**src/design/pixel_pkg.sv**
```systemverilog
// pixel readout package: address map, word identifiers, bus request and output word types
package pixel_pkg;

    // register windows seen from the host
    localparam logic [15:0] fifo_base = 16'h0020;
    localparam logic [15:0] sr_base   = 16'h0100;
    localparam logic [15:0] tdc_base  = 16'h0200;
    localparam logic [15:0] seq_base  = 16'h1000;

    // pattern memory sits behind the seq_gen control registers
    localparam int seq_mem_off = 16;
    localparam int seq_depth   = 256;

    localparam int src_depth     = 8;
    localparam int out_depth     = 64;
    localparam int near_full_lvl = 56;

    // identifiers in the top nibble of every output word
    localparam logic [3:0] sr_id  = 4'b0010;
    localparam logic [3:0] hit_id = 4'b0100;

    typedef struct packed {
        logic [15:0] add;
        logic [7:0]  wdata;
        logic        rd;
        logic        wr;
    } bus_req_t;

    // first sampled bit lands in bits[15]
    typedef struct packed {
        logic [3:0]  id;
        logic [11:0] seq;
        logic [15:0] bits;
    } sr_word_t;

    typedef struct packed {
        logic [3:0]  id;
        logic [11:0] event_cnt;
        logic [15:0] width;
    } hit_word_t;

    // the id field overlaps in both views and selects the decoding
    typedef union packed {
        sr_word_t  sr;
        hit_word_t hit;
    } data_word_u;

endpackage

```
**src/design/word_fifo.sv**
```systemverilog
// word fifo: first-word-fall-through buffer of 32-bit words with fill level
`timescale 1ns/1ps

module word_fifo #(
    parameter int depth = 8
) (
    input  logic                  bus_clk,
    input  logic                  arst_n,
    input  logic                  push,
    input  pixel_pkg::data_word_u push_data,
    input  logic                  pop,
    output pixel_pkg::data_word_u head,
    output logic                  empty,
    output logic                  full,
    output logic [7:0]            level
);

    pixel_pkg::data_word_u mem [depth];

    // depth is a power of two, pointers wrap on their own
    logic [$clog2(depth)-1:0] wr_ptr;
    logic [$clog2(depth)-1:0] rd_ptr;
    logic                     do_push;
    logic                     do_pop;

    assign empty   = (level == 8'd0);
    assign full    = (level == 8'(depth));
    assign do_push = push && !full;
    assign do_pop  = pop && !empty;
    assign head    = mem[rd_ptr];

    always_ff @(posedge bus_clk) begin
        if (do_push) begin
            mem[wr_ptr] <= push_data;
        end
    end

    always_ff @(posedge bus_clk or negedge arst_n) begin
        if (!arst_n) begin
            wr_ptr <= '0;
            rd_ptr <= '0;
            level  <= 8'd0;
        end else begin
            if (do_push) begin
                wr_ptr <= wr_ptr + 1'b1;
            end
            if (do_pop) begin
                rd_ptr <= rd_ptr + 1'b1;
            end
            case ({do_push, do_pop})
                2'b10:   level <= level + 8'd1;
                2'b01:   level <= level - 8'd1;
                default: level <= level;
            endcase
        end
    end

endmodule

```
**src/design/out_buffer.sv**
```systemverilog
// output buffer: host-side word fifo with near-full flag and status registers
`timescale 1ns/1ps

module out_buffer (
    input  logic                  bus_clk,
    input  logic                  arst_n,
    input  pixel_pkg::bus_req_t   bus,
    output logic [7:0]            rdata,
    input  logic                  wr_en,
    input  pixel_pkg::data_word_u wr_data,
    output logic                  full,
    input  logic                  fread,
    output pixel_pkg::data_word_u fd,
    output logic                  fifo_empty,
    output logic                  near_full
);

    logic [7:0] level;

    assign near_full = (level >= 8'(pixel_pkg::near_full_lvl));

    word_fifo #(
        .depth(pixel_pkg::out_depth)
    ) fifo_inst (
        .bus_clk  (bus_clk),
        .arst_n   (arst_n),
        .push     (wr_en),
        .push_data(wr_data),
        .pop      (fread),
        .head     (fd),
        .empty    (fifo_empty),
        .full     (full),
        .level    (level)
    );

    always_comb begin
        rdata = 8'd0;
        if (bus.rd && bus.add[15:4] == pixel_pkg::fifo_base[15:4]) begin
            case (bus.add[3:0])
                4'd0:    rdata = level;
                4'd1:    rdata = {7'd0, near_full};
                default: rdata = 8'd0;
            endcase
        end
    end

endmodule

```
**config.mk**
```make
export PLATFORM = sky130hd
export DESIGN_NAME = out_buffer
export DESIGN_NICKNAME = d
export VERILOG_FILES = /design/src/design/pixel_pkg.sv /design/src/design/word_fifo.sv /design/src/design/out_buffer.sv
export SDC_FILE = /design/constraint.sdc
export NUM_CORES = 2
export LEC_CHECK = 0
export CAP_MARGIN = 20
export CELL_PAD_IN_SITES_DETAIL_PLACEMENT = 1
export CELL_PAD_IN_SITES_GLOBAL_PLACEMENT = 2
export CORE_MARGIN = 5
export CORE_UTILIZATION = 32
export DETAILED_ROUTE_END_ITERATION = 12
export DONT_BUFFER_PORTS = 1
export PLACE_DENSITY = 0.59
export SLEW_MARGIN = 0
export SYNTH_ARGS = -nofsm -noshare
export SYNTH_HDL_FRONTEND = slang
export SYNTH_HIERARCHICAL = 1
export SYNTH_SLANG_ARGS = --single-unit
```
**constraint.sdc**
```tcl
create_clock -name bus_clk -period 6.7 [get_ports bus_clk]
set_input_delay 1.34 -clock bus_clk [delete_from_list [all_inputs] [get_ports bus_clk]]
set_output_delay 1.34 -clock bus_clk [all_outputs]
set_load 0.005 [all_outputs]
```
# ---- Yosys cells after proc, flatten, opt, wreduce, memory -nomap -nowiden
# Memory sizes are Yosys's and may differ from the RTL's.
# Index checks and enable logic that the tools add are counted.
dict set report op_classes {
  n_addsub 4
  order_cmp 1
  n_eq_ne 5
  n_mux 5
  n_reduce_logical 8
}
# operator count
set op_table {}
lappend op_table {{$pmux W8 S2} 2}
lappend op_table {{$add A6 B1 Y6 const B} 2}
lappend op_table {{$eq A12 B2 Y1 const B} 1}
lappend op_table {{$add A8 B1 Y8 const B} 1}
lappend op_table {{$eq A8 B7 Y1 const B} 1}
lappend op_table {{$ge A8 B6 Y1 const B} 1}
lappend op_table {{$logic_not A8 Y1} 1}
lappend op_table {{$mux W8} 1}
lappend op_table {{$sub A8 B1 Y8 const B} 1}
lappend op_table {{$eq A4 B1 Y1 const B} 1}
lappend op_table {{$logic_not A4 Y1} 1}
lappend op_table {{$logic_and A1 B1 Y1} 3}
lappend op_table {{$eq A2 B1 Y1 const B} 1}
lappend op_table {{$eq A2 B2 Y1 const B} 1}
lappend op_table {{$logic_not A1 Y1} 2}
lappend op_table {{$mux W1} 2}
lappend op_table {{$reduce_bool A2 Y1} 1}
dict set report totals {
  ff_bits 20
  mem_bits_rw 2048
  inputBits 62
  output_inout_bits 43
  elab_cells 27
  memories 1
}
# memory words width read_ports rd_clocked_by_memory_dff wr line_no
set memory_table {}
lappend memory_table {fifo_inst.mem 64 32 1 0 1 word_fifo.sv:18} ;# pixel_pkg::data_word_u mem [depth];

# ---- Depth between registers and ports, before layout
dict set report depth {
  depth_word 5
  depth_mapped 14
  mapped_depth_nobuf 13
}

# ---- Cells and area by module
# The synthesis kept the hierarchy.
# module instances cells_each area_per_inst_um2 seq_area_each_um2
set modules_own_cells {}
lappend modules_own_cells {word_fifo 1 3502 79409.9 61999.5}
lappend modules_own_cells {out_buffer 1 28 183.9 0.0}

# ---- Worst setup path after synthesis
# Ideal clock, no wire load.
dict set report synth_path {
  path_kind {input to register}
  startpoint {input wr_en}
  endpoint {memory fifo_inst/mem[63][0] (netlist bit) (enable)}
  setup_time_ns 0.421
  arrival_time_ns 3.593
  required_ns 6.279
  slack_ns 2.686
  cell_stages 6
  n_path_buf 1
  path_cell_list {inv_1 -> a31oi_1 -> and2_1 -> nand3_1 -> clkbuf_1 -> nor2_1}
}
dict set report synth_between {
  elab_chain_len 3
}
# item line_no
set synth_rtl {}
lappend synth_rtl {{from (decl)} out_buffer.sv:9} ;# input logic wr_en,
lappend synth_rtl {{$logic_and A1 B1 Y1} word_fifo.sv:28} ;# assign do_push = push && !full;
lappend synth_rtl {{$mux W1} word_fifo.sv:33} ;# if (do_push) begin
lappend synth_rtl {{$mux W1 (not written as such)} word_fifo.sv:34} ;# mem[wr_ptr] <= push_data;
lappend synth_rtl {{to (decl)} word_fifo.sv:18}
# Every way passes these cells.

==> impl_results.md <==
- Row count: 183
- Outcome: complete, no violations
- CTS Buf Count: 212
- Drc violations: 0
- Worst vdd ir: 0.2675 mV
- Worst Setup EP: fd[19]
- Reg2Reg Depth: 8
- CTS clk-pin slew, worst paths: 0.06 ns
- Combinational Power Share: 28.8%
- Placed Instance Area: 0.08503 sq mm
- Area Overhead vs Synth: 15.29%
- Global route overflow: 0
- Hold WC Path Type: in2async
- Synth area leaders: edfxtp_1 77%, mux4_2 14%, mux2i_1 2.3%
- CTS resizes: 0
- Crit share post-route: 86.84%
- # Max-Cap Violations: 0
- Int Pwr: 25.60 mW
- Fmax: 171.9 MHz
- Most common cell in the netlist: edfxtp_1
- Post-synth ARST share: 0.9671%
- Sw Ratio: 31.61%
- Largest net degree at the start of global routing: 102
- Wire per inst: 32.74 microns
- Cts hold-fix bufs: 0
- Static Leak: 28.28 nW
- Initial DRC count: 3891
- Vias in the first global route: 39940
- Via-to-Cell Ratio: 5.273
- Initial antenna violation count: 19
- Power Dens Cells: 408.0 mW/mm^2
- DIE WIDTH: 508.7 microns
- First-pass GRT wire length: 329000 microns
- Final Net Count: 3772
- Dpl hpwl: 135300 microns
- Top-Level Pins: 105
- Setup CP Type: reg2out
- RSZ-0062 raised after global routing: no
- CTS tree: built
- Clk root buf: clkbuf_16
- Port bufs: 0
- TritonCTS sink count: 2068
- CP Launch Type: flop
- Net Switching: 11.84 mW
- Slew Viols, Final: 0
- Post-route ant nets: 0
- Die height: 508.7 microns
- Initial Utilization: 32.07%
- Crit path DAT: 4.48 ns
- Total GRT Usage: 18.12%
- CTS H-tree depth: 4
- Netlist cell types: 57
- Synth area leader: edfxtp_1
- Fin area: 0.09177 sq mm
- Synth top area share: 77.27%
- Reg-to-reg startpoint: fifo_inst/level[4]$_DFFE_PN0P_
- Commonest cells post-synth: 2048 x edfxtp_1, 500 x mux4_2, 181 x mux2i_1
- CP Capture Type: output pin
- Total core area: 0.2482 sq mm
- Gp weighted congestion: 0.7377
- Drt first pass iters: 6
- Setup_tns: 0 ns
- Crit path max fanout: 46
- Worst EP required: 5.36 ns
- Via count: 37990
- Slew HR: 23.02%
- DIE AREA: 0.2588 sq mm
- Final Hold Viols: 0
- Crit path from: fifo_inst/rd_ptr[4]$_DFFE_PN0P_
- Seq pwr share: 40.4%
- DRT Wirelength: 235900 microns
- Worst R2R Setup Slack: 2.92 ns
- #FFs+latches synth: 2068
- Dominant register cell in the synthesized netlist: edfxtp_1
- Clk_skew: 0.04143 ns
- Final setup violation count: 0
- Syn avg cell area: 22.55 sq um
- Clock Latency Late Sink: 0.86 ns
- Net Count, Synth: 3602
- Postcts setup bufs: 0
- Post-Syn Area: 0.07959 sq mm
- Mapped Cells: 3530
- EDFF count, synth: 2048
- Crit Reg-Reg Endpoint: fifo_inst/mem[35][6]$_DFFE_PP_
- Worst Tran Pin Value: 1.152 ns
- Clock power frac: 30.8%
- Share of cells above drive strength 1: 26.63%
- Yosys warns: 6
- Clk buf depth: 3
- Sequential fraction of the synthesis area: 77.89%
- Final period demand of the worst path: 5.818 ns
-- critical path, stage by stage, from the launching register on --
cell and delay (ns):
dfrtp_4 0.68, buf_4 0.73, nand2_1 0.78, a2111oi_0 0.93, nor3_1 0.36
-- metal layers --
metal  routed length (microns)  track usage (%)  part of all wire [%]  vias up
li1                          -                -                     -    15360
met1                    101700            25.03                    43    21290
met2                    116000            30.06                    49     1119
met3                     14110            3.421                   6.0      225
met4                      4062            3.812                   1.7        0
met5                         0                0                     0        -
-- power groups by stage --
stage / Sequential (mW) / Combinational (mW) / Clock [mW]
floorplan: 15.1 / 7.10 / 0
global placement: 15.4 / 11.0 / 0
detailed placement: 15.4 / 11.0 / 0
CTS: 15.1 / 11.0 / 11.8
global route: 15.2 / 11.4 / 12.4
finish: 15.1 / 10.8 / 11.5
-- through the flow --
step / power, mW / std cells / hold WS, ns / setup slack, ns / util, %
5_1_grt: 38.95 / 7204 / 0.1111 / 0.7594 / 36.97
6_report: 37.44 / 7204 / 0.1676 / 0.8820 / 36.97
2_1_floorplan: 22.18 / 3530 / 0.4586 / 2.686 / -
3_3_place_gp: 26.36 / 6814 / 0.4800 / 1.720 / 34.26
4_1_cts: 37.97 / 7201 / 0.08651 / 0.7749 / 36.97
3_5_place_dp: 26.42 / 6815 / 0.4895 / 1.747 / 34.26
-- how the worst min path moves through the flow --
stage                                                from  depth (start not counted)                               to
after global routing                               arst_n                          0   fifo_inst/level[6]$_DFFE_PN0P_
after global placement    fifo_inst/wr_ptr[2]$_DFFE_PN0P_                          1  fifo_inst/wr_ptr[2]$_DFFE_PN0P_
after CTS                                          arst_n                          0   fifo_inst/level[7]$_DFFE_PN0P_
after detailed placement  fifo_inst/wr_ptr[2]$_DFFE_PN0P_                          1  fifo_inst/wr_ptr[2]$_DFFE_PN0P_
after floorplan           fifo_inst/wr_ptr[2]$_DFFE_PN0P_                          1  fifo_inst/wr_ptr[2]$_DFFE_PN0P_
final                                              arst_n                          0   fifo_inst/level[5]$_DFFE_PN0P_
-- layout make-up --
class                   instances  area [sq um]
inverters                      18         75.07
clock inverters               130          1185
flip-flops and latches       2068         62020
multi-input cells            1252         16940
well taps                    3330          4167
repair buffers                148          1837
diodes                          2         5.005
clock buffers                 256          5534
fillers                     23800        156400
-- sequential cells by signal, summed over array words and instances, names as in the netlist --
register and flops:
fifo_inst/wr_ptr 6, fifo_inst/level 8, fifo_inst/rd_ptr 6, fifo_inst/mem 2048
-- kinds of logic after synthesis --
family	after synthesis	share of synthesized area [%]
buffers and inverters	210	1.454
XOR/XNOR	14	0.1541
AO/OA/AOI/OAI	273	2.257
AND/OR/NAND/NOR	263	1.493
adder cells (fa/ha/maj)	10	0.1666
multiplexers	692	16.58
flip-flops	2068	77.89
-- cell usage in the layout, fill, tap and decap left out, drive strengths merged, types with 6 or more instances in the layout --
| master | synthesis | final |
|---|---|---|
| inv | 18 | 22 |
| o221ai | 23 | 23 |
| nor2b | 7 | 7 |
| nor3 | 16 | 16 |
| buf | 129 | 148 |
| o21ai | 48 | 48 |
| dfrtp | 20 | 20 |
| nand3 | 15 | 15 |
| mux4 | 500 | 500 |
| ha | 9 | 9 |
| a22oi | 15 | 15 |
| nand2 | 76 | 76 |
| nor4 | 10 | 10 |
| a2111oi | 23 | 23 |
| a211oi | 11 | 11 |
| a211o | 10 | 10 |
| o22ai | 69 | 69 |
| bufinv | 0 | 17 |
| xor2 | 6 | 6 |
| nor2 | 115 | 115 |
| mux2i | 181 | 181 |
| xnor2 | 8 | 8 |
| clkinv | 0 | 104 |
| clkbuf | 63 | 256 |
| a21oi | 48 | 48 |
| mux2 | 11 | 11 |
| edfxtp | 2048 | 2048 |
Note: power is estimated with default switching activity, not from simulation.
