[config.mk]
export PLATFORM = sky130hd
export DESIGN_NAME = seq_gen
export DESIGN_NICKNAME = d
export VERILOG_FILES = /design/src/design/pixel_pkg.sv /design/src/design/seq_gen.sv
export SDC_FILE = /design/constraint.sdc
export NUM_CORES = 2
export LEC_CHECK = 0
export ABC_AREA = 1
export BUFFER_PORTS_ARGS = -buffer_cell sky130_fd_sc_hd__buf_4
export CORE_ASPECT_RATIO = 0.6
export CORE_MARGIN = 1.5
export CORE_UTILIZATION = 30
export CTS_BUF_LIST = sky130_fd_sc_hd__clkbuf_8
export CTS_CLUSTER_SIZE = 25
export DETAILED_ROUTE_END_ITERATION = 16
export SYNTH_ARGS = -nofsm -noshare
export SYNTH_HDL_FRONTEND = slang
export SYNTH_SLANG_ARGS = --single-unit
[constraint.sdc]
create_clock -name bus_clk -period 5.8 [get_ports bus_clk]
set_input_delay 0.29 -clock bus_clk [delete_from_list [all_inputs] [get_ports bus_clk]]
set_output_delay 0.29 -clock bus_clk [all_outputs]
set_load 0.005 [all_outputs]
[src/design/pixel_pkg.sv]
// pixel readout package: address map, word identifiers, bus request and output word types
package pixel_pkg;

    // register windows seen from the host
    localparam logic [15:0] fifo_base = 16'h0020;
    localparam logic [15:0] sr_base   = 16'h0100;
    localparam logic [15:0] tdc_base  = 16'h0200;
    localparam logic [15:0] seq_base  = 16'h1000;

    // pattern memory sits behind the seq_gen control registers
    localparam int seq_mem_off = 16;
    localparam int seq_depth   = 256;

    localparam int src_depth     = 8;
    localparam int out_depth     = 64;
    localparam int near_full_lvl = 56;

    // identifiers in the top nibble of every output word
    localparam logic [3:0] sr_id  = 4'b0010;
    localparam logic [3:0] hit_id = 4'b0100;

    typedef struct packed {
        logic [15:0] add;
        logic [7:0]  wdata;
        logic        rd;
        logic        wr;
    } bus_req_t;

    // first sampled bit lands in bits[15]
    typedef struct packed {
        logic [3:0]  id;
        logic [11:0] seq;
        logic [15:0] bits;
    } sr_word_t;

    typedef struct packed {
        logic [3:0]  id;
        logic [11:0] event_cnt;
        logic [15:0] width;
    } hit_word_t;

    // the id field overlaps in both views and selects the decoding
    typedef union packed {
        sr_word_t  sr;
        hit_word_t hit;
    } data_word_u;

endpackage

[src/design/seq_gen.sv]
// sequence generator: bus-loaded pattern memory played out byte by byte on seq_out
`timescale 1ns/1ps

module seq_gen (
    input  logic                bus_clk,
    input  logic                arst_n,
    input  pixel_pkg::bus_req_t bus,
    output logic [7:0]          rdata,
    output logic [7:0]          seq_out
);

    logic [7:0]  mem [pixel_pkg::seq_depth];
    logic [15:0] off;
    logic [15:0] mem_off;
    logic        in_win;
    logic        mem_sel;
    logic        start;
    logic [7:0]  size;
    logic [7:0]  rd_ptr;
    logic [7:0]  left;
    logic [7:0]  rd_idx;
    logic        busy;

    assign off     = bus.add - pixel_pkg::seq_base;
    assign mem_off = off - 16'(pixel_pkg::seq_mem_off);
    assign in_win  = (bus.add >= pixel_pkg::seq_base) &&
                     (off < 16'(pixel_pkg::seq_mem_off + pixel_pkg::seq_depth));
    assign mem_sel = in_win && (off >= 16'(pixel_pkg::seq_mem_off));
    assign start   = bus.wr && in_win && (off == 16'd0);

    // first byte goes out right on the start edge
    assign rd_idx  = start ? 8'd0 : rd_ptr;

    always_ff @(posedge bus_clk) begin
        if (bus.wr && mem_sel) begin
            mem[mem_off[7:0]] <= bus.wdata;
        end
    end

    always_ff @(posedge bus_clk or negedge arst_n) begin
        if (!arst_n) begin
            size <= 8'd0;
        end else if (bus.wr && in_win && off == 16'd1) begin
            size <= bus.wdata;
        end
    end

    // play counter, size 0 wraps to 255 remaining and so plays all 256 bytes
    always_ff @(posedge bus_clk or negedge arst_n) begin
        if (!arst_n) begin
            seq_out <= 8'd0;
            busy    <= 1'b0;
            rd_ptr  <= 8'd0;
            left    <= 8'd0;
        end else if (start) begin
            seq_out <= mem[rd_idx];
            busy    <= 1'b1;
            rd_ptr  <= 8'd1;
            left    <= size - 8'd1;
        end else if (busy && left != 8'd0) begin
            seq_out <= mem[rd_idx];
            rd_ptr  <= rd_ptr + 8'd1;
            left    <= left - 8'd1;
        end else begin
            seq_out <= 8'd0;
            busy    <= 1'b0;
        end
    end

    always_comb begin
        rdata = 8'd0;
        if (bus.rd && mem_sel) begin
            rdata = mem[mem_off[7:0]];
        end else if (bus.rd && in_win) begin
            case (off)
                16'd1:   rdata = size;
                16'd2:   rdata = {7'd0, busy};
                default: rdata = 8'd0;
            endcase
        end
    end

endmodule

== After elaboration in Yosys (flattened, before gate mapping) ==
Memories as Yosys holds them, arrays and structs flattened.
Index checks and enable logic that the tools add are counted.
Widths: inputs -> output; s select.

* Bits in writable memories: 2,048
* Memories: 1
* Logic and storage cells: 43
* Bits of input ports: 28
* Bits in registers: 33
* Output and inout port bits: 16

{| class="wikitable"
|+ Memory list
! name !! depth !! width !! read ports !! clocked after memory_dff !! wr ports !! line !! RTL
|-
| mem || 256 || 8 || 2 || 0 || 1 || seq_gen.sv:12 || <nowiki>logic [7:0] mem [pixel_pkg::seq_depth];</nowiki>
|}

* Reductions and logical operators: 12
* $add $sub $neg: 5
* Equality and inequality tests: 3
* Multiplexer cells: 14
* $lt $le $gt $ge: 3

{| class="wikitable"
|+ Operator list
! cell !! number
|-
| $mux 8 || 9
|-
| $eq 16x1->1 const B || 1
|-
| $eq 16x2->1 const B || 1
|-
| $ge 16x13->1 const B || 1
|-
| $ge 16x5->1 const B || 1
|-
| $logic_not 16->1 || 1
|-
| $lt 16x9->1 const B || 1
|-
| $pmux 8 s2 || 1
|-
| $sub 16x13->16 const B || 1
|-
| $sub 8x1->8 const B || 2
|-
| $logic_and 1x1->1 || 9
|-
| $add 8x1->8 const B || 1
|-
| $reduce_bool 8->1 || 1
|-
| $sub 8x5->8 const B || 1
|-
| $mux 1 || 4
|-
| $ne 2x2->1 const B || 1
|-
| $reduce_bool 2->1 || 1
|}

== Depth between registers and ports, before layout ==
An unclocked memory read counts as a cell.

* Depth in word-level cells: 9
* Depth in mapped cells: 23

== Least setup slack after synthesis ==
Ideal clock, no wire load.

* Path type: input to register
* From: in bus[14] (netlist name)
* To: mem mem[54][0] (enable)
* Stages on the path: 12
* Slack: 2.550 ns
* Path buffers: 5
* Data arrival time: 2.880 ns
* Data required time: 5.430 ns
* Library setup time: 0.370 ns
* Cells stage by stage: clkbuf_1 inv_1 clkbuf_1 buf_1 ha_1 xnor2_1 inv_1 nor2_1 clkbuf_1 nand2_1 clkbuf_1 nor2_1

* Longest elaborated chain between the ends: 7
* Elaborated cells on any way between the ends: 10

{| class="wikitable"
|+ Ends and longest elaborated chain
! element !! line !! RTL
|-
| from (decl) || seq_gen.sv:7 || <nowiki>input pixel_pkg::bus_req_t bus,</nowiki>
|-
| $sub 16x13->16 || seq_gen.sv:24 || <nowiki>assign off = bus.add - pixel_pkg::seq_base;</nowiki>
|-
| $lt 16x9->1 || seq_gen.sv:27 || <nowiki>(off < 16'(pixel_pkg::seq_mem_off + pixel_pkg::seq_depth));</nowiki>
|-
| $logic_and 1x1->1 || seq_gen.sv:26 || <nowiki>assign in_win = (bus.add >= pixel_pkg::seq_base) &&</nowiki>
|-
| $logic_and 1x1->1 || seq_gen.sv:28 || <nowiki>assign mem_sel = in_win && (off >= 16'(pixel_pkg::seq_mem_off));</nowiki>
|-
| $logic_and 1x1->1 || seq_gen.sv:35 || <nowiki>if (bus.wr && mem_sel) begin</nowiki>
|-
| $mux 1 || seq_gen.sv:35 ||
|-
| $mux 1 (implied by the code) || seq_gen.sv:36 || <nowiki>mem[mem_off[7:0]] <= bus.wdata;</nowiki>
|-
| to (decl) || seq_gen.sv:12 ||
|}

Parallel ways exist; a longest one is shown, timed or not.

==> summary.md <==
| Metric | Value |
|---|---|
| Status | `finished clean` |
| Crit Path Category | `reg2out` |
| Root Buffer | `clkbuf_8` |
| Flop2flop setup slack | `approximately 1.1 ns` |
| Arrival @ worst endpoint | `around 5.0 ns` |
| EDFF count, synth | `a little over 2000` |
| Synth Net Count | `around 9800` |
| Die ar. | `335000 um2` |
| CP top delay family | `compound AO/OA/AOI/OAI gates` |
| Core area | `329000 um2` |
| CP bufs+invs | `1` |
| Non-filler cells, final | `14235` |
| TritonRoute pass-1 iters | `7` |
| Half-perimeter wire length after placement | `about 250 mm` |
| Syn avg cell area | `between 10 and 15 um2` |
| Dpl ws | `~0.93 ns` |
| Leak Pwr | `38.3 nW` |
| Worst vdd ir | `roughly 0.00018 V` |
| Hold buffers post-CTS | `12` |
| RSZ-0062 raised after global routing | `no` |
| Post-synthesis cell area | `about 99000 um2` |
| Hold WC Path Type | `in2reg` |
| Period minus WS final | `roughly 5.3 ns` |
| Number of global-route vias before repair | `roughly 77000` |
| CP Launch Type | `flop` |
| CTS tree | `done` |
| Worst setup EP type | `primary output` |
| Post-CTS sizing | `0` |
| RR Startpoint | `rd_ptr[0]$_DFFE_PN0P_` |
| Hold Vio Cnt, Final | `0` |
| FFs w/ async S/R, synth | `between 1.5 and 2%` |
| Final cycle utilization of the critical path | `between 90% and 100%` |
| Remaining antenna violation count | `0` |
| Die width | `746 um` |
| Final setup violation count | `0` |
| Skew-Pair Late Insertion Delay | `roughly 1.0 ns` |
| Final wirelength | `roughly 410 mm` |
| Max_cap viols | `0` |
| Placement Cell Area | `~110000 um2` |
| Clock Sink Count | `about 2100` |
| Setup_tns | `0 ns` |
| Port buffer count | `43` |
| Fraction of layout cells with a size suffix above 1 | `about 7.5%` |
| Gr usage total | `about a quarter` |
| Starting Density | `a little under a third` |
| WL/cell | `approximately 29 um` |
| Global route overflow | `0` |
| Count of pins over their slew limit | `0` |
| FF+latch count, synth | `approximately 2100` |
| Clock Skews | `between 0.09 and 0.1 ns` |
| Layout Area Growth over Synthesis | `11.1%` |
| Min-delay src | `bus[18]` |
| Reg2reg path depth | `13` |
| # IOs | `44` |
| Ys flop type | `edfxtp_1` |
| Worst Path Required | `5.51 ns` |
| Clock Tree Buf Depth | `4` |
| Placer Congestion | `between 0.9 and 1` |
| Area contributors post-synth | `edfxtp_1 (62%), nand3_1 (11%), nand2_1 (9.4%)` |
| Initial antenna violation count | `20` |
| DRC violation total after the first TritonRoute iteration | `around 17000` |
| Largest area contributor in the synthesized netlist | `edfxtp_1` |
| First-pass GRT wire length | `between 500 and 600 mm` |
| Placed Instances | `13712` |
| Critical path cell sequence | `a22oi_1, a21oi_1, nor3_1, a21oi_1, o41a_1, o21ai_0, nand4_1, nand2_1, o21ai_0, buf_4` |
| Final-layout fill cell count | `between 30000 and 40000` |
| Distinct cells, synth | `44` |
| Max incr delay on CP | `0.96 ns` |
| Power Dens Cells | `269 nW/um2` |
| Final WS setup | `slightly above 0.5 ns` |
| Hold Path Depth | `6` |
| Top cell type's share of synthesized area | `61.9%` |
| Slew HR | `roughly 2.8%` |
| Clock H-tree levels | `5` |
| Final #Nets | `approximately 9700` |
| Post-route DRC violation count | `0` |
| Worst path slowest cell | `o21ai_0` |
| Critical-path maximum fanout | `2` |
| Number of setup buffers added after CTS | `0` |
| FF-to-FF End | `seq_out[2]$_DFF_PN0_` |
| Row count | `163` |
| Clock buffer count from CTS | `between 200 and 300` |
| Max Clock Freq | `~0.19 GHz` |
| Commonest cells in the netlist | `nand2_1 (2484), nand3_1 (2148), edfxtp_1 (2048)` |
| Via Count | `85703` |
| Largest net degree at the start of global routing | `~170` |
| Hold Path End | `rd_ptr[3]$_DFFE_PN0P_` |
| Count leader, synth | `nand2_1` |
| CTS clk-pin slew, worst paths | `around 0.070 ns` |
| Cells after synthesis | `between 9000 and 10000` |
| Die Ht | `about 450 um` |
| Final core occ | `33.5%` |
| Synth warnings | `0` |
| Worst Tran Pin Value | `1.45 ns` |
| Via-per-instance ratio | `6.02` |
| Post-route cell area | `110000 um2` |
| Sequential fraction of the synthesis area | `62.7%` |
## logic make-up (layout without fill, tap and decap cells)
family          count (synthesis)  in the layout  share of synthesized area [%]
fa+ha+maj                       7              7                         0.0882
xor+xnor                        7              7                         0.0617
simple gates                 5046           5046                           21.9
buf+inv                      1108           1153                           4.43
mux                            10             10                          0.108
other cells                     0              6                              0
compound gates               1553           1553                           10.6
flops                        2081           2081                           62.7
## worst max path at each step
stage | startpoint | to | slack (ns) | depth (start not counted)
after floorplan | bus[14] | mem[54][0]$_DFFE_PP_ | 2.55 | 12
after global placement | bus[10] | rdata[7] | 0.90 | 17
after CTS | bus[10] | rdata[7] | 0.92 | 17
after detailed placement | bus[10] | rdata[7] | 0.93 | 17
after global routing | mem[156][0]$_DFFE_PP_ | rdata[0] | 0.57 | 10
final | mem[156][0]$_DFFE_PP_ | rdata[0] | 0.50 | 10
## metrics by stage
stage          total power [mW]  hold WS [ns]
6_report                   29.7         0.114
2_1_floorplan              17.5      -0.00559
3_3_place_gp               18.6         0.277
4_1_cts                    29.5        0.0762
5_1_grt                    30.3         0.154
3_5_place_dp               18.6         0.278
## per-layer routing
layer	up-vias	GRT usage [%]	wire (um)	share of wire, %
li1	35429	-	-	-
met1	41149	34.4	163000	39
met2	8089	29.5	153000	37
met3	1004	11.1	80400	19
met4	32	8.15	16400	4.0
met5	-	0	213	0.052
## state kept, by name, summed over array words and instances (netlist names)
register,count
size,8
mem,2048
left,8
rd_ptr,8
seq_out,8
busy,1
## worst min-delay path, stage by stage
cell and delay [ns]:
buf_4 0.15, nand2_1 0.06, nand3_1 0.17, nor2_2 0.05
buf_4 0.23, nor2_1 0.16
## layout by cell type, fill, tap and decap left out, types with 5 or more instances in the layout
cell type,count
nand2_1,2463
nand3_1,2147
edfxtp_1,2048
a22oi_1,835
inv_1,393
a21oi_1,362
nor2_1,319
clkbuf_8,304
buf_4,257
o21ai_0,93
o22ai_1,77
buf_12,63
clkinv_1,60
nor3_1,52
a221oi_1,49
o211ai_1,39
o2111ai_1,35
dfrtp_1,32
clkinv_2,21
o41ai_1,19
nand2_2,15
nand4_1,13
nor4_1,13
a22o_1,11
inv_6,11
dlygate4sd3_1,11
nor2_4,9
a31oi_1,9
buf_8,8
nand2_4,7
o221ai_1,7
diode_2,6
mux2_2,6
ha_1,6
clkinvlp_4,6
inv_4,5
inv_8,5
## report_power, final
part           total [mW]  switching (mW)  internal, mW
Combinational        1.93            1.51         0.412
Clock                11.3            6.23          5.07
Sequential           16.5        0.000139          16.5
## area by class of cell
type	instances	area [um2]	share of cell area, %
repair buffers	339	3420	3.10
well taps	4372	5470	4.95
clock inverters	201	987	0.894
clock buffers	304	4180	3.79
inverters	309	1200	1.09
multi-input cells	6623	32800	29.7
diodes	6	15.0	0.0136
flip-flops and latches	2081	62300	56.5
(Power assumes the default switching activity.)
