==> config.mk <==
export PLATFORM = sky130hd
export DESIGN_NAME = rr_arbiter
export DESIGN_NICKNAME = d
export VERILOG_FILES = /design/src/design/pixel_pkg.sv /design/src/design/rr_arbiter.sv
export SDC_FILE = /design/constraint.sdc
export NUM_CORES = 1
export LEC_CHECK = 0
export BUFFER_PORTS_ARGS = -buffer_cell sky130_fd_sc_hd__buf_2
export CAP_MARGIN = 20
export CORE_MARGIN = 5
export CORE_UTILIZATION = 26
export DETAILED_ROUTE_END_ITERATION = 7
export PLACE_DENSITY = 0.88
export SYNTH_ARGS = -nofsm -noshare
export SYNTH_HDL_FRONTEND = slang
export SYNTH_SLANG_ARGS = --single-unit
==> constraint.sdc <==
create_clock -name bus_clk -period 1.6 [get_ports bus_clk]
set_input_delay 0 -clock bus_clk [delete_from_list [all_inputs] [get_ports bus_clk]]
set_output_delay 0 -clock bus_clk [all_outputs]
set_load 0.01 [all_outputs]
==> src/design/pixel_pkg.sv <==
// pixel readout package: address map, word identifiers, bus request and output word types
package pixel_pkg;

    // register windows seen from the host
    localparam logic [15:0] fifo_base = 16'h0020;
    localparam logic [15:0] sr_base   = 16'h0100;
    localparam logic [15:0] tdc_base  = 16'h0200;
    localparam logic [15:0] seq_base  = 16'h1000;

    // pattern memory sits behind the seq_gen control registers
    localparam int seq_mem_off = 16;
    localparam int seq_depth   = 256;

    localparam int src_depth     = 8;
    localparam int out_depth     = 64;
    localparam int near_full_lvl = 56;

    // identifiers in the top nibble of every output word
    localparam logic [3:0] sr_id  = 4'b0010;
    localparam logic [3:0] hit_id = 4'b0100;

    typedef struct packed {
        logic [15:0] add;
        logic [7:0]  wdata;
        logic        rd;
        logic        wr;
    } bus_req_t;

    // first sampled bit lands in bits[15]
    typedef struct packed {
        logic [3:0]  id;
        logic [11:0] seq;
        logic [15:0] bits;
    } sr_word_t;

    typedef struct packed {
        logic [3:0]  id;
        logic [11:0] event_cnt;
        logic [15:0] width;
    } hit_word_t;

    // the id field overlaps in both views and selects the decoding
    typedef union packed {
        sr_word_t  sr;
        hit_word_t hit;
    } data_word_u;

endpackage

==> src/design/rr_arbiter.sv <==
// round-robin arbiter: merges two fifo word sources into one writer
`timescale 1ns/1ps

module rr_arbiter (
    input  logic                        bus_clk,
    input  logic                        arst_n,
    input  logic [1:0]                  empty_in,
    input  pixel_pkg::data_word_u [1:0] data_in,
    output logic [1:0]                  read_grant,
    input  logic                        out_full,
    output logic                        wr_en,
    output pixel_pkg::data_word_u       data_out
);

    // source 0 is sr_rx, source 1 is hit_tdc
    logic       last;
    logic [1:0] req;
    logic       sel;

    assign req      = ~empty_in & {2{~out_full}};
    assign wr_en    = |req;
    assign data_out = data_in[sel];

    always_comb begin
        read_grant = 2'b00;
        if (req == 2'b11) begin
            sel = ~last;
        end else begin
            sel = req[1];
        end
        if (req != 2'b00) begin
            read_grant[sel] = 1'b1;
        end
    end

    // starts as if hit_tdc went last, so sr_rx wins the first tie
    always_ff @(posedge bus_clk or negedge arst_n) begin
        if (!arst_n) begin
            last <= 1'b1;
        end else if (wr_en) begin
            last <= sel;
        end
    end

endmodule

======== Word level (Yosys, flattened, before mapping) ========
Cells that the tools add are included.
storage, ports and cells
  bits in registers ....................... 1
  output and inout bits ................... 35
  logic and storage cells ................. 17
cells by class
  order comparisons ....................... 2
  equality and inequality tests ........... 1
  mux-type cells .......................... 6
  bitwise logic cells ..................... 4
  reduce and logical (&&, ||, !) cells .... 3
operators with widths
  operator                                                                      count
  32-bit 2-to-1 mux                                                             2
  2-bit AND                                                                     1
  2-bit equality test, second input constant                                    1
  1-bit by 2-bit less-than comparator with 1-bit output, second input constant  1
  1-bit 2-to-1 mux                                                              2
  2-bit 2-to-1 mux                                                              1
  1-bit inverter                                                                2
  2-bit inverter                                                                1
  2-bit nonzero test                                                            1
  2-bit OR reduction                                                            1
  1-bit demux with 1-bit select                                                 1
  1-bit >= comparator, second input constant                                    1
  1-bit logical AND                                                             1

======== Depth between registers and ports, before layout ========
Gate-level depths: netlist of the first run.
  word-level depth ........................ 9
  depth in mapped cells ................... 4

======== Worst setup path after synthesis of the first run ========
OpenSTA, ideal clock, no wires.
  kind .................................... reg2out
  start point ............................. register last
  end point ............................... output data_out[0] in the netlist's numbering
  data arrival time ....................... 1.334 ns
  data required time ...................... 1.600 ns
  path slack .............................. 0.266 ns
  stages on the path, launching flop included .. 5
  cells stage by stage .................... dfstp_2 > inv_1 > o21ai_4 > buf_6 > mux2_4
RTL lines
  element                   RTL line          source
  start: declaration        rr_arbiter.sv:16  logic last;
  start signal: assignment  rr_arbiter.sv:41  last <= sel;
  end: declaration          rr_arbiter.sv:12  output pixel_pkg::data_word_u data_out

==> results of run 1 <==
==> worst reg2reg max path: stages, from the launching register on <==
cell                      delay [ps]
sky130_fd_sc_hd__dfstp_2         530
sky130_fd_sc_hd__nor2_1           50
sky130_fd_sc_hd__a21oi_1         120
==> through the flow <==
step | setup slack [ps] | std cells | instance area, sq um
2_1_floorplan | 266 | 45 | 582
3_3_place_gp | 140 | 175 | 1140
3_5_place_dp | 116 | 175 | 1140
4_1_cts | 115 | 176 | 1150
5_1_grt | 73.8 | 176 | 1150
6_report | 124 | 176 | 1150
==> layout by cell type, fill, tap and decap left out, drive strengths merged <==
| cell | n |
|---|---|
| a21oi | 2 |
| buf | 105 |
| dfstp | 1 |
| dlygate4sd3 | 1 |
| inv | 2 |
| mux2 | 32 |
| nor2 | 3 |
| o21a | 1 |
| o21ai | 1 |
==> cells by family (layout without fill, tap and decap cells) <==
logic type	Yosys count	in the layout	share of synthesized area, %
buffers and inverters	5	108	7.10
flip-flops	1	1	4.52
AND/OR/NAND/NOR	3	3	1.94
AO/OA/AOI/OAI	4	4	5.81
multiplexers	32	32	80.6
==> what timing repair did <==
| action | CTS | global route |
|---|---|---|
| hold buffers | 1 | 0 |
| hold endpoints to repair | 1 | 0 |
| buffers inserted | 0 | 0 |
==> power by group through the flow <==
stage / clock, mW / combinational [mW] / sequential (mW)
floorplan: 0 / 0.211 / 0.0382
global route: 0 / 0.401 / 0.0397
detailed placement: 0 / 0.373 / 0.0390
global placement: 0 / 0.365 / 0.0384
CTS: 0 / 0.376 / 0.0390
finish: 0 / 0.369 / 0.0391
==> area by class of cell <==
cell class | count | area (sq um) | area share [%]
repair buffers | 106 | 566 | 49.2
multi-input cells | 39 | 514 | 44.8
well taps | 28 | 35.0 | 3.05
flip-flops and latches | 1 | 26.3 | 2.29
inverters | 2 | 7.51 | 0.654
==> per-layer routing <==
metal	routed length (microns)	global-route usage (%)	share of wire, %
met4	0	0	0
met2	1120	24.3	54
met3	292	2.94	14
met5	0	0	0
met1	659	10.2	32
==> worst paths after layout <==
kind                                  start               end  slack [ps]  cells past startpoint
max reg2reg                last$_DFFE_PN1N_  last$_DFFE_PN1N_         830                      2
max                        last$_DFFE_PN1N_      data_out[31]         120                      5
min                                out_full             wr_en         260                      3
min in group asynchronous            arst_n  last$_DFFE_PN1N_         490                      2
min reg2reg                last$_DFFE_PN1N_  last$_DFFE_PN1N_         510                      2
max in group asynchronous            arst_n  last$_DFFE_PN1N_        1090                      2
==> cell usage after synthesis (all sizes together) <==
library cell and count:
nor2 3, inv 2, buf 3, o21ai 1, mux2 32, a21oi 2
dfstp 1, o21a 1
==> metrics.yaml, run 1 <==
global_routing:
  globalRoute.totalOverflow: 0
  grt_first_pass_wirelength_microns: 3110
  maximum_number_of_pins_on_one_net_before_global_route_repair: 18
  initial_antenna_violation_count: 0
  grt_pass1_vias: 819
  grt_use_total_pct: 11.0
synthesis:
  post_synth_inst_count: 45
  synthesis.area_sq_um: 582
  synthDominantAreaCellType: "sky130_fd_sc_hd__mux2_4"
  yosys_register_bits: 1
  syn_area_per_cell_sq_um: 12.9
  synth-warning-count: 0
  synth.top_cell.area_share_pct: 74.8
  synth_seq_area_share_pct: 4.52
  synth_net_count: 114
  yosys-top-cells-area: "sky130_fd_sc_hd__mux2_4 (75%), sky130_fd_sc_hd__buf_6 (5.8%), sky130_fd_sc_hd__mux2_2 (5.8%)"
  synthDistinctLibCells: 9
sta:
  setup-tns-final_ps: 0
  setup_viol: 0
  worstMarginPinSlew_ps: 234
  slew-limit-headroom_pct: 84.3
  rsz_0062_raised_after_global_routing: "false"
  fin_worst_skew_ps: 0
  hold_viol_final: 0
  fmaxAchievable_ghz: 0.677
  layout_worst_path_cycle_share_pct: 92.3
  slew_violations: 0
  holdWs_ps: 258
  timing.final.crit_period_ps: 1480
pwr:
  power.share.switching_pct: 35.7
  internal_power_mw: 0.263
  power_density_nw_per_um2: 356
  power.share.clock_pct: 0
  peakVddDrop_mv: 0.273
  power.leakage_nw: 0.749
  p_seq_share_pct: 9.6
  totalPowerFinal_mw: 0.409
  comb_power_share_pct: 90.4
  netSwitchingPower_mw: 0.146
critical_path:
  cp_num_buf_inv: 3
  worst_path_max_delay_cell: "sky130_fd_sc_hd__dfstp_2"
  timing.critical_path.from_type: "flip-flop"
  critical_path.cell_chain: "inv_1 -> o21ai_4 -> buf_12 -> mux2_2 -> buf_2"
  timing.critical_path.arrival_ps: 1480
  worst_ep_required_time_ps: 1600
  worstSetupEndpointType: "primary output"
  cpLargestDelayFamily: "flip-flops"
  start_to_end_type_of_the_worst_setup_path: "flip-flop to primary output"
  largest_incremental_delay_on_the_critical_path_ps: 530
  critical_path_fanouts_max: 16
floorplan:
  effective_utilization_at_floorplan_pct: 26.8
  boundaryPins: 104
  die_width_microns: 57.3
  dieArea_sq_um: 3280
  rows: 17
  die_h_microns: 57.3
  core_region_area_sq_um: 2170
placed_design:
  gpl.final_weighted_congestion: 0.678
  dpl_hpwl_microns: 1920
  portbufs: 103
detailed_routing:
  drcViolationCount: 0
  drt_first_pass_iters: 2
  drt-wirelength-per-cell_microns: 11.8
  viasPerCell: 4.31
  num_vias: 759
  number_of_nets_with_antenna_violations_after_detailed_routing: 0
  iteration_0_drc_count_of_the_detailed_router: 12
  drt-total-wl_microns: 2070
finish:
  largest_register_ffs: 1
  largestRegisters: "last: 1 flops"
  registers.top_by_ff_count: "last"
  fillerInstances: 227
  utilization_pct: 52.9
  layout-drive-gt1-share_pct: 93.9
  number_of_nets_in_the_finished_design: 219
  num_antenna_cells: 0
  synthToLayoutAreaGrowth_pct: 97.4
min_path:
  min-delay-path-class: "input port to primary output"
clocking:
  worst_skew_pair.late_latency_ps: 0
  worst_setup_hold_path_clk_slew_ps: 0
  count_of_instances_resized_after_the_clock_tree_is_built: 0
run_status:
  status: "complete, no violations"
flow_run:
  cap_viol_max_count: 0
Power figures use the tool's default switching activity.
==> inputs of run 2 (changes only) <==
--- a/config.mk
+++ b/config.mk
@@ -5,12 +5,13 @@
 export SDC_FILE = /design/constraint.sdc
 export NUM_CORES = 1
 export LEC_CHECK = 0
+export ABC_AREA = 1
 export BUFFER_PORTS_ARGS = -buffer_cell sky130_fd_sc_hd__buf_2
 export CAP_MARGIN = 20
 export CORE_MARGIN = 5
 export CORE_UTILIZATION = 26
 export DETAILED_ROUTE_END_ITERATION = 7
-export PLACE_DENSITY = 0.88
+export PLACE_DENSITY = 0.9
 export SYNTH_ARGS = -nofsm -noshare
 export SYNTH_HDL_FRONTEND = slang
 export SYNTH_SLANG_ARGS = --single-unit
==> run 2 against run 1 <==
Cell area is 6.3% lower. Utilization is 0.81 points higher. Clock skew stayed put. Cell count is 38% higher. Highest routed layer unchanged. Flip-flop and latch count stayed put. Sequential share of layout area is 0.15 points higher.
==> metrics.yaml, run 2 <==
critical_path:
  worst_ep_required_time_ps: 1600  # about the same
  critical_path.cell_chain: "nand2_2 -> nand2_4 -> inv_1 -> nor2_1 -> buf_2"
  cpLargestDelayFamily: "flip-flops"
  start_to_end_type_of_the_worst_setup_path: "flip-flop to primary output"
  critical_path_fanouts_max: 34  # +18
  cp_num_buf_inv: 2  # -1
  worstSetupEndpointType: "primary output"
  largest_incremental_delay_on_the_critical_path_ps: 510  # -20 ps
  timing.critical_path.arrival_ps: 1220  # -260 ps
  timing.critical_path.from_type: "flip-flop"
  worst_path_max_delay_cell: "sky130_fd_sc_hd__dfstp_2"
  reg2reg_slack_ps: 500  # -330 ps
placed_design:
  portbufs: 103  # unchanged
  dpl_hpwl_microns: 2160  # +12%
  dpl-instance-area_sq_um: 1070  # -6.4%
  dpl_worst_slack_ps: 360  # +244 ps
  gpl.final_weighted_congestion: 0.829  # +22%
  placedCellCount: 241  # +38%
detailed_routing:
  iteration_0_drc_count_of_the_detailed_router: 45  # +33
  drt-total-wl_microns: 2550  # +23%
  viasPerCell: 4.38  # +1.6%
  drt_first_pass_iters: 4  # +2
  number_of_nets_with_antenna_violations_after_detailed_routing: 0  # unchanged
  num_vias: 1060  # +40%
  drt-wirelength-per-cell_microns: 10.5  # -11%
  drcViolationCount: 0  # unchanged
sta:
  setup-tns-final_ps: 0  # unchanged
  slew_violations: 0  # unchanged
  fmaxAchievable_ghz: 0.817  # +21%
  holdWs_ps: 272  # +14.2 ps
  hold_viol_final: 0  # unchanged
  timing.final.ws_setup_ps: 376  # +252 ps
  setup_viol: 0  # unchanged
  timing.final.crit_period_ps: 1220  # -252 ps
  rsz_0062_raised_after_global_routing: "false"
  slew-limit-headroom_pct: 78.6  # -5.8 points
  layout_worst_path_cycle_share_pct: 76.5  # -16 points
  worstMarginPinSlew_ps: 321  # +87.0 ps
  fin_worst_skew_ps: 0  # unchanged
finish:
  num_antenna_cells: 0  # unchanged
  largestRegisters: "last: 1 flops"
  synthToLayoutAreaGrowth_pct: 92.0
  layout-drive-gt1-share_pct: 50.7  # -43 points
  largest_register_ffs: 1  # unchanged
  utilization_pct: 53.8  # +0.81 points
  multiInputGateArea_sq_um: 448  # -13%
  design_area_sq_um: 1080  # -6.3%
  seqCellArea_sq_um: 26.3  # unchanged
  most-common-layout-cells: "sky130_fd_sc_hd__buf_2 (103), sky130_fd_sc_hd__nand2_1 (68), sky130_fd_sc_hd__nand3_1 (32), sky130_fd_sc_hd__inv_1 (4)"
  fillerInstances: 218  # -4.0%
  final_cell_count_no_fill: 242  # +38%
  final_common_cell: "sky130_fd_sc_hd__buf_2"
  registers.top_by_ff_count: "last"
  number_of_nets_in_the_finished_design: 286  # +31%
synthesis:
  yosys-top-cells-area: "sky130_fd_sc_hd__nand2_1 (46%), sky130_fd_sc_hd__nand3_1 (29%), sky130_fd_sc_hd__buf_6 (6.0%)"
  synth.top_cell.area_share_pct: 45.5  # -29 points
  synth-warning-count: 0  # unchanged
  synthDominantAreaCellType: "sky130_fd_sc_hd__nand2_1"
  synth-main-ff-cell: "sky130_fd_sc_hd__dfstp_2"
  synth_net_count: 187  # +64%
  synth_seq_area_share_pct: 4.69  # +0.17 points
  syn_area_per_cell_sq_um: 4.75  # -63%
  synth-edff-count: 0  # unchanged
  post_synth_inst_count: 118  # +160%
  synthArstFlopShare_pct: 100  # unchanged
  synth.top_cells.by_count: "sky130_fd_sc_hd__nand2_1 (68), sky130_fd_sc_hd__nand3_1 (32), sky130_fd_sc_hd__inv_1 (4)"
  yosys_register_bits: 1  # unchanged
  synthDistinctLibCells: 11  # +2
  synthesis.area_sq_um: 561  # -3.7%
  synthMostInstantiatedCell: "sky130_fd_sc_hd__nand2_1"
pwr:
  power_density_nw_per_um2: 344  # -3.2%
  peakVddDrop_mv: 0.250  # -8.4%
  totalPowerFinal_mw: 0.370  # -9.3%
  power.leakage_nw: 0.763  # +1.9%
floorplan:
  boundaryPins: 104  # unchanged
  rows: 16  # -1
  effective_utilization_at_floorplan_pct: 28.0  # +1.2 points
  die_h_microns: 56.4  # -1.5%
  die_width_microns: 56.4  # -1.5%
  core_region_area_sq_um: 2000  # -7.7%
  dieArea_sq_um: 3180  # -3.0%
clocking:
  worst_skew_pair.late_latency_ps: 0  # unchanged
  worst_setup_hold_path_clk_slew_ps: 0  # unchanged
  post-cts-setup-buffers: 0  # unchanged
global_routing:
  gr-usage-met2_pct: 28.1  # +3.7 points
  groute.layer.met1.usage_pct: 16.1  # +5.9 points
  initial_antenna_violation_count: 0  # unchanged
  grt_use_total_pct: 14.4  # +3.4 points
  grt_first_pass_wirelength_microns: 4020  # +30%
  grt-busiest-layer: "met2"
  grt_pass1_vias: 909  # +11%
  maximum_number_of_pins_on_one_net_before_global_route_repair: 35  # +17
  globalRoute.totalOverflow: 0  # unchanged
  global_route.usage.met3_pct: 3.90  # +0.96 points
run_status:
  status: "complete, no violations"
flow_run:
  cap_viol_max_count: 0  # unchanged
min_path:
  min-delay-path-class: "input port to primary output"
[run 2: cell types whose count changed in the layout (fill, tap and decap cells not counted), sizes merged]
cell | before | now
nor2 | 3 | 2
o21a | 1 | 0
nand2 | 0 | 70
mux2 | 32 | 0
o21ai | 1 | 0
nand3 | 0 | 32
inv | 2 | 4
a21oi | 2 | 0
[run 2: layer usage]
layer / vias up / part of all wire (%)
li1: 567 / -
met1: 434 / 38
met3: 0 / 13
met5: - / 0
met2: 59 / 49
met4: 0 / 0
[run 2: worst register-to-register path, cell delays in order (launching register included)]
cell	delay, ps
sky130_fd_sc_hd__dfstp_2	510
sky130_fd_sc_hd__nand2_2	120
sky130_fd_sc_hd__nand2_4	290
sky130_fd_sc_hd__nand2_1	100
[run 2: path summary, 6_finish.rpt]
kind,endpoint,from,cells after the start
worst max-delay path,read_grant[0],last$_DFFE_PN1N_,5
max in group asynchronous,last$_DFFE_PN1N_,arst_n,2
min in group asynchronous,last$_DFFE_PN1N_,arst_n,2
worst max register to register,last$_DFFE_PN1N_,last$_DFFE_PN1N_,3
worst min register to register,last$_DFFE_PN1N_,last$_DFFE_PN1N_,2
worst min-delay path,data_out[5],data_in[5],4
[run 2: cell families (layout without fill, tap and decap cells)]
group	count (synthesis)	in the layout	synth area share, %
and+or+nand+nor	104	104	79.9
DFF	1	1	4.69
buffers and inverters	13	110	15.4
[run 2: cell type report]
| cell class | instances | share of cell area [%] |
|---|---|---|
| repair buffers | 106 | 51.4 |
| multi-input cells | 104 | 41.6 |
| well taps | 27 | 3.14 |
| flip-flops and latches | 1 | 2.44 |
| inverters | 4 | 1.40 |
[run 2: what timing repair did]
item / CTS / global route
hold buffers: 1 / 0
hold endpoints to repair: 1 / 0
gates resized for setup: 0 / 0
[run 2: power breakdown]
part           total, mW  internal (mW)  leakage (nW)  switching, mW
clock                  0              0             0              0
sequential        0.0334         0.0314        0.0105        0.00200
combinational      0.337          0.159         0.753          0.178
